### config.mk
export PLATFORM = sky130hd
export DESIGN_NAME = atomic_regfile_top
export DESIGN_NICKNAME = d
export VERILOG_FILES = /design/src/hdl/regfile_pkg.sv /design/src/hdl/reg_array.sv /design/src/hdl/rmw_engine.sv /design/src/hdl/host_port.sv /design/src/hdl/write_arbiter.sv /design/src/hdl/atomic_regfile_top.sv
export VERILOG_INCLUDE_DIRS = /design/src /design/src/hdl
export SDC_FILE = /design/constraint.sdc
export NUM_CORES = 1
export LEC_CHECK = 0
export BUFFER_PORTS_ARGS = -buffer_cell sky130_fd_sc_hd__buf_4
export CAP_MARGIN = 20
export CORE_UTILIZATION = 54
export CTS_CLUSTER_DIAMETER = 120
export DETAILED_ROUTE_END_ITERATION = 8
export GPL_TIMING_DRIVEN = 0
export PLACE_DENSITY_LB_ADDON = 0.05
export RECOVER_POWER = 25
export SLEW_MARGIN = 10
export SYNTH_ARGS = -nofsm -noshare
export SYNTH_HDL_FRONTEND = slang
export SYNTH_SLANG_ARGS = --single-unit
### constraint.sdc
create_clock -name clk -period 6.3 [get_ports clk]
set_input_delay 0.315 -clock clk [delete_from_list [all_inputs] [get_ports clk]]
set_output_delay 0.315 -clock clk [all_outputs]
set_load 0.05 [all_outputs]
### src/hdl/regfile_defs.svh
// Register file sizes

`ifndef REGFILE_DEFS_SVH
`define REGFILE_DEFS_SVH

// ##############################
// Storage geometry
// ##############################

// Width of one stored word
`define RF_DATA_W 64

// Word address width
`define RF_ADDR_W 3

`define RF_DEPTH  8           // Words in the array

`endif

### src/hdl/regfile_pkg.sv
// Register file types

`include "regfile_defs.svh"

package regfile_pkg;

    typedef logic [`RF_DATA_W-1:0] rf_data_t;
    typedef logic [`RF_ADDR_W-1:0] rf_addr_t;

    // ##############################
    // Atomic engine FSM
    // ##############################
    typedef enum logic [1:0] {
        RMW_IDLE  = 2'd0,
        RMW_READ  = 2'd1,     // Word read, original captured
        RMW_WRITE = 2'd2      // Merged word written back
    } rmw_state_e;

    // Write request into the array
    typedef struct packed {
        logic     valid;
        rf_addr_t addr;
        rf_data_t data;
    } wr_req_t;

    // Read-modify-write command
    typedef struct packed {
        rf_addr_t addr;
        rf_data_t mask;       // Bits to clear
        rf_data_t value;      // Bits to set
    } rmw_cmd_t;

endpackage

### src/hdl/reg_array.sv
// Register storage array

`timescale 1ns/1ns

`include "regfile_defs.svh"

module reg_array (
    input  logic                 clk,
    input  logic                 rst_n,

    input  regfile_pkg::wr_req_t commit,

    input  regfile_pkg::rf_addr_t rd_addr_a,
    output regfile_pkg::rf_data_t rd_data_a,

    input  regfile_pkg::rf_addr_t rd_addr_b,
    output regfile_pkg::rf_data_t rd_data_b
);

    regfile_pkg::rf_data_t mem [`RF_DEPTH];

    // ##############################
    // Single write port
    // ##############################
    always_ff @(posedge clk or negedge rst_n) begin
        if (!rst_n) begin
            mem <= '{default: '0};               // Known contents after reset
        end else if (commit.valid) begin
            mem[commit.addr] <= commit.data;
        end
    end

    // ##############################
    // Read ports
    // ##############################

    // Both ports see the current contents, no bypass here
    always_comb begin
        rd_data_a = mem[rd_addr_a];              // Atomic engine side
    end

    always_comb begin
        rd_data_b = mem[rd_addr_b];              // Host side
    end

endmodule

### src/hdl/rmw_engine.sv
// Atomic read-modify-write engine

`timescale 1ns/1ns

`include "regfile_defs.svh"

module rmw_engine (
    input  logic                  clk,
    input  logic                  rst_n,

    input  logic                  start,
    input  regfile_pkg::rmw_cmd_t cmd,

    output regfile_pkg::rf_addr_t rd_addr,
    input  regfile_pkg::rf_data_t rd_data,

    output regfile_pkg::wr_req_t  rmw_wr,
    output regfile_pkg::rf_data_t original_val,
    output logic                  busy,
    output regfile_pkg::rf_addr_t lock_addr
);

    regfile_pkg::rmw_state_e state;
    regfile_pkg::rmw_state_e state_nxt;
    regfile_pkg::rmw_cmd_t   cmd_q;
    logic                    accept;

    assign accept = (state == regfile_pkg::RMW_IDLE) && start;

    // ##############################
    // FSM
    // ##############################
    always_comb begin
        state_nxt = state;
        unique case (state)
            regfile_pkg::RMW_IDLE: begin
                if (start) begin
                    state_nxt = regfile_pkg::RMW_READ;
                end
            end
            regfile_pkg::RMW_READ:  state_nxt = regfile_pkg::RMW_WRITE;
            regfile_pkg::RMW_WRITE: state_nxt = regfile_pkg::RMW_IDLE;
            default:                state_nxt = regfile_pkg::RMW_IDLE;
        endcase
    end

    always_ff @(posedge clk or negedge rst_n) begin
        if (!rst_n) begin
            state <= regfile_pkg::RMW_IDLE;
        end else begin
            state <= state_nxt;
        end
    end

    // Command held for the whole operation, inputs are free afterwards
    always_ff @(posedge clk) begin
        if (accept) begin
            cmd_q <= cmd;
        end
    end

    // ##############################
    // Read and merge
    // ##############################
    always_ff @(posedge clk or negedge rst_n) begin
        if (!rst_n) begin
            original_val <= '0;
        end else if (state == regfile_pkg::RMW_READ) begin
            original_val <= rd_data;             // Held until next operation
        end
    end

    assign rd_addr = cmd_q.addr;

    always_comb begin
        rmw_wr.valid = (state == regfile_pkg::RMW_WRITE);
        rmw_wr.addr  = cmd_q.addr;
        rmw_wr.data  = (original_val & ~cmd_q.mask) | cmd_q.value;
    end

    // Busy also serves as the lock level
    assign busy      = (state != regfile_pkg::RMW_IDLE);
    assign lock_addr = cmd_q.addr;

endmodule

### src/hdl/host_port.sv
// Host access port

`timescale 1ns/1ns

`include "regfile_defs.svh"

module host_port (
    input  logic                  clk,
    input  logic                  rst_n,

    input  logic                  rd_en,
    input  regfile_pkg::rf_addr_t rd_addr,

    input  logic                  wr_en,
    input  regfile_pkg::rf_addr_t wr_addr,
    input  regfile_pkg::rf_data_t wr_data,

    output regfile_pkg::rf_addr_t array_rd_addr,
    input  regfile_pkg::rf_data_t array_rd_data,

    input  regfile_pkg::wr_req_t  commit,
    output regfile_pkg::wr_req_t  host_wr,
    output regfile_pkg::rf_data_t rd_data
);

    logic                  fwd_hit;
    regfile_pkg::rf_data_t rd_word;

    // ##############################
    // Write request
    // ##############################
    always_comb begin
        host_wr.valid = wr_en;
        host_wr.addr  = wr_addr;
        host_wr.data  = wr_data;
    end

    // ##############################
    // Registered read
    // ##############################
    assign array_rd_addr = rd_addr;

    // A write landing on the same edge wins over the array word
    assign fwd_hit = commit.valid && (commit.addr == rd_addr);
    assign rd_word = fwd_hit ? commit.data : array_rd_data;

    always_ff @(posedge clk or negedge rst_n) begin
        if (!rst_n) begin
            rd_data <= '0;
        end else if (rd_en) begin
            rd_data <= rd_word;                  // Held until next rd_en
        end
    end

endmodule

### src/hdl/write_arbiter.sv
// Array write arbiter

`timescale 1ns/1ns

`include "regfile_defs.svh"

module write_arbiter (
    input  logic                  clk,
    input  logic                  rst_n,

    input  regfile_pkg::wr_req_t  rmw_wr,
    input  regfile_pkg::wr_req_t  host_wr,

    input  logic                  lock_active,
    input  regfile_pkg::rf_addr_t lock_addr,

    output regfile_pkg::wr_req_t  commit,
    output logic                  wr_dropped
);

    logic lock_hit;
    logic host_block;
    logic host_drop;

    // ##############################
    // Arbitration
    // ##############################
    assign lock_hit   = lock_active && (host_wr.addr == lock_addr);
    assign host_block = rmw_wr.valid || lock_hit;    // Engine first, then the lock
    assign host_drop  = host_wr.valid && host_block;

    always_comb begin
        commit = '0;
        if (rmw_wr.valid) begin
            commit = rmw_wr;
        end else if (host_wr.valid && !host_block) begin
            commit = host_wr;
        end
    end

    // ##############################
    // Drop flag
    // ##############################

    // One pulse per lost host write, no retry
    always_ff @(posedge clk or negedge rst_n) begin
        if (!rst_n) begin
            wr_dropped <= 1'b0;
        end else begin
            wr_dropped <= host_drop;
        end
    end

endmodule

### src/hdl/atomic_regfile_top.sv
// Atomic register file top

`timescale 1ns/1ns

`include "regfile_defs.svh"

module atomic_regfile_top (
    input  logic                  clk,
    input  logic                  rst_n,

    // Atomic channel
    input  logic                  start,
    input  regfile_pkg::rf_addr_t addr,
    input  regfile_pkg::rf_data_t modify_mask,
    input  regfile_pkg::rf_data_t modify_val,
    output regfile_pkg::rf_data_t original_val,
    output logic                  busy,

    // Host channel
    input  logic                  rd_en,
    input  regfile_pkg::rf_addr_t rd_addr,
    output regfile_pkg::rf_data_t rd_data,
    input  logic                  wr_en,
    input  regfile_pkg::rf_addr_t wr_addr,
    input  regfile_pkg::rf_data_t wr_data,
    output logic                  wr_dropped
);

    regfile_pkg::rmw_cmd_t cmd;
    regfile_pkg::wr_req_t  rmw_wr;
    regfile_pkg::wr_req_t  host_wr;
    regfile_pkg::wr_req_t  commit;
    regfile_pkg::rf_addr_t rmw_rd_addr;
    regfile_pkg::rf_data_t rmw_rd_data;
    regfile_pkg::rf_addr_t host_rd_addr;
    regfile_pkg::rf_data_t host_rd_data;
    regfile_pkg::rf_addr_t lock_addr;
    logic                  lock_active;

    assign cmd         = '{addr: addr, mask: modify_mask, value: modify_val};
    assign lock_active = busy;                       // Lock spans the whole operation

    // ##############################
    // Blocks
    // ##############################
    reg_array reg_array_i (
        .clk       (clk),
        .rst_n     (rst_n),
        .commit    (commit),
        .rd_addr_a (rmw_rd_addr),
        .rd_data_a (rmw_rd_data),
        .rd_addr_b (host_rd_addr),
        .rd_data_b (host_rd_data)
    );

    rmw_engine rmw_engine_i (
        .clk          (clk),
        .rst_n        (rst_n),
        .start        (start),
        .cmd          (cmd),
        .rd_addr      (rmw_rd_addr),
        .rd_data      (rmw_rd_data),
        .rmw_wr       (rmw_wr),
        .original_val (original_val),
        .busy         (busy),
        .lock_addr    (lock_addr)
    );

    host_port host_port_i (
        .clk           (clk),
        .rst_n         (rst_n),
        .rd_en         (rd_en),
        .rd_addr       (rd_addr),
        .wr_en         (wr_en),
        .wr_addr       (wr_addr),
        .wr_data       (wr_data),
        .array_rd_addr (host_rd_addr),
        .array_rd_data (host_rd_data),
        .commit        (commit),
        .host_wr       (host_wr),
        .rd_data       (rd_data)
    );

    write_arbiter write_arbiter_i (
        .clk         (clk),
        .rst_n       (rst_n),
        .rmw_wr      (rmw_wr),
        .host_wr     (host_wr),
        .lock_active (lock_active),
        .lock_addr   (lock_addr),
        .commit      (commit),
        .wr_dropped  (wr_dropped)
    );

endmodule

==> flow_metrics.tcl <==
set metrics [dict create \
    finalHoldViolCount 0 \
    slew_headroom_pct 20.4 \
    hold_buffers 132 \
    slowest_delay_ns 0.86 \
    drive_above_1_share_pct 37.0 \
    maxCapViolCount 0 \
    finalSetupViolations 0 \
    critPathMaxFanout 10 \
    final_core_util_pct 66.3 \
    async_flop_share_pct 83.1 \
    clockRootBuffer "clkbuf_16" \
    period_minus_slack_ns 3.72 \
    wire_per_inst_um 29.1 \
    met3_usage_pct 8.87 \
    critPathMostFrequentCell "buf_1" \
    synthesis.instances 2670 \
    design.die.area_mm2 0.0713 \
    cellPowerDensity_mw_per_mm2 446 \
    skew_ns 0.0206 \
    use_met2_pct 56.3 \
    start_util_pct 54.9 \
    startpoint_type "register" \
    p_leak_nw 19.3 \
    cts_tree "built" \
    synth_nets 2876 \
    numCtsBuffers 83 \
    slew_violations 0 \
    cts_resized 0 \
    core_area_mm2 0.0691 \
    row_count 96 \
    routed_via_density 6.52 \
    layout.nets 3445 \
    post_cts_buffers 0 \
    drcViolationCount 0 \
    vias 27600 \
    drt_iter0_drc 2613 \
    track_usage_pct 35.2 \
    top_usage_layer "met2" \
    portBuffers 333 \
    arrival_ns 4.22 \
    cp.required_ns 6.80 \
    synth_edf_count 131 \
    ios 336 \
    status "complete, no violations" \
    synth.distinct_cells 46 \
    path_class "register to register" \
    rsz0062_at_grt "false" \
    fmax_mhz 268 \
    seq_area_frac_synth_pct 52.8 \
    clk_pin_slew_ns 0.06 \
    holdPathEnd "rmw_engine_i.state[0]" \
    area_delta_synth_final_pct 20.7 \
    ys.flop_type "dfrtp_1" \
    die_w_um 267 \
    path_cells "buf_2, xnor2_1, a41o_1, buf_1, buf_1, o22ai_1, mux2_1" \
    first_global_vias 28900 \
    ir_drop_mv 0.339 \
    r2r-end "reg_array_i.mem[278]" \
    synth_seq_cells 774 \
    finalNonFillerCells 4235 \
    gr-total-overflow 0 \
    grt_max_degree 111 \
    worst_pin_slew_ns 1.19 \
    rr_worst_depth 7 \
    syn_avg_cell_area_um2 14.2 \
    hold_start "start" \
    synth_area_mm2 0.0379 \
    dp_hpwl_um 83200 \
    yosysWarnings 0 \
    ant_nets 0 \
    placed_cells 3951 \
    grt_util_met1_pct 45.2 \
    dieHeight_um 267 \
    gp_congestion 0.857 \
    min_path_type "input port to register" \
    htreeDepth 3 \
    clock_path_buffers 3 \
    crit_start "rmw_engine_i.lock_addr[0]" \
    grt_pass1_wl_um 184000 \
    end_kind "register" \
    clk_latency_ns 0.63 \
    r2r_slack_ns 2.58 \
    cts.sinks 774 \
    antenna_found_initial 6 \
    drt-pass1-iter-count 5 \
    timing.rr.start "rmw_engine_i.lock_addr[0]" \
    hold_path_depth 3 \
    wl_um 123000 \
    finalCritPeriodShare_pct 59.1 \
    cp_slowest_cell "buf_1" \
]
[worst max path at each step]
stage                         endpoint  slack (ns)  depth (start not counted)
6_report          reg_array_i.mem[278]        2.58                          7
5_1_grt        host_port_i.rd_data[30]        2.49                          8
3_3_place_gp       reg_array_i.mem[46]       -2.07                          1
4_1_cts        host_port_i.rd_data[30]        2.38                          8
3_5_place_dp   host_port_i.rd_data[28]        2.42                          8
2_1_floorplan    rmw_engine_i.cmd_q[0]        1.57                          2
[layer usage]
layer  share of wire, %  routed length (um)
met1                 39               47600
met2                 48               59300
met3                8.6               10500
met4                4.6                5600
met5              0.050                  62
[power by group]
part / switching, mW / total (mW) / internal, mW
combinational: 3.57 / 6.92 / 3.35
sequential: 1.55 / 8.63 / 7.08
clock: 2.02 / 4.85 / 2.83
total: 7.14 / 20.4 / 13.3
[worst max-delay path, delay by kind of cell (launching register included)]
family	cells	cell delay, ns
buf+inv	3	1.79
flops	1	0.36
compound gates	2	0.76
xor+xnor	1	0.24
mux	1	0.43
[logic make-up (layout without fill, tap and decap cells)]
kind of cell | after synthesis | after routing | synth area share [%]
compound gates | 401 | 401 | 7.76
buf+inv | 306 | 938 | 3.49
mux | 833 | 833 | 32.1
xor+xnor | 8 | 8 | 0.185
other cells | 0 | 2 | 0
flops | 774 | 774 | 52.8
simple gates | 348 | 348 | 3.66
[final cells by class]
type                       instances  area [um2]
inverter                          69         259
antenna                            2        5.00
multi-input combinational       1590       16600
clock buffer                     129        2490
clock inverter                    19         173
fill                            5071       23300
timing repair buffer             484        3990
tap                              931        1160
sequential                       774       20000
buffer                           237        1070
[cell usage in the layout, fill, tap and decap left out, types with 2 or more instances in the layout]
master         synthesis  routed
clkbuf_16              0      87
clkbuf_8               0      16
o221ai_1              64      64
clkbuf_4               0     126
buf_4                  0     146
buf_16                 0       8
dlygate4sd3_1          0     132
a31oi_1               64      64
buf_12                 0       3
xor2_1                 4       4
nor2_1               131     130
nor3b_1                2       2
nor3_2                 2       2
buf_6                 12      15
mux2_1                49      49
a2111oi_0             64      64
mux2i_1               64      64
a21oi_1               66      66
edfxtp_1             131     131
o21ai_0                4       4
clkbuf_1             135     220
nand2b_1               3       3
mux2_2               463     463
xnor2_1                4       4
clkinv_1               0       3
dfrtp_1              643     643
inv_1                 69      69
mux4_2               256     256
nand2_1              200     200
buf_2                 69      69
buf_8                  0       6
clkinv_2               0      11
a311oi_1              64      64
bufinv_16              0       3
diode_2                0       2
o22ai_1               64      64
nor3_1                 2       2
buf_1                 21      21
[state kept, by name, summed over array words and instances, names as in the netlist]
register / count
rmw_engine_i.state: 2
host_port_i.rd_data: 64
reg_array_i.mem: 512
rmw_engine_i.lock_addr: 3
rmw_engine_i.original_val: 64
rmw_engine_i.cmd_q: 128
write_arbiter_i.wr_dropped: 1
[per-stage QoR]
step	instance area, um2	total power [mW]	TNS (ns)	setup slack (ns)	hold slack, ns
5_1_grt	45800	21.2	0	2.49	0.0881
3_5_place_dp	42000	15.6	0	2.42	0.327
4_1_cts	46000	20.5	0	2.38	0.0137
2_1_floorplan	37900	13.2	0	1.57	0.0194
3_3_place_gp	41600	15.1	-1259.96	-2.07	0.480
6_report	45800	20.4	0	2.58	0.0428
[cell usage after synthesis (2+ instances only)]
cell       count  share of area, %
dfrtp_1      643                42
mux2_2       463                14
mux4_2       256                15
nand2_1      200               2.0
clkbuf_1     135               1.3
edfxtp_1     131                10
nor2_1       131               1.3
buf_2         69              0.91
inv_1         69              0.68
a21oi_1       66              0.87
a2111oi_0     64               1.5
a311oi_1      64               1.5
a31oi_1       64               1.1
mux2i_1       64               1.7
o221ai_1      64               1.5
o22ai_1       64               1.1
mux2_1        49               1.5
buf_1         21              0.21
buf_6         12              0.36
o21ai_0        4             0.053
xnor2_1        4             0.092
xor2_1         4             0.092
nand2b_1       3             0.049
nor3_1         2             0.026
nor3_2         2             0.053
nor3b_1        2             0.040
Power figures use the tool's default switching activity.
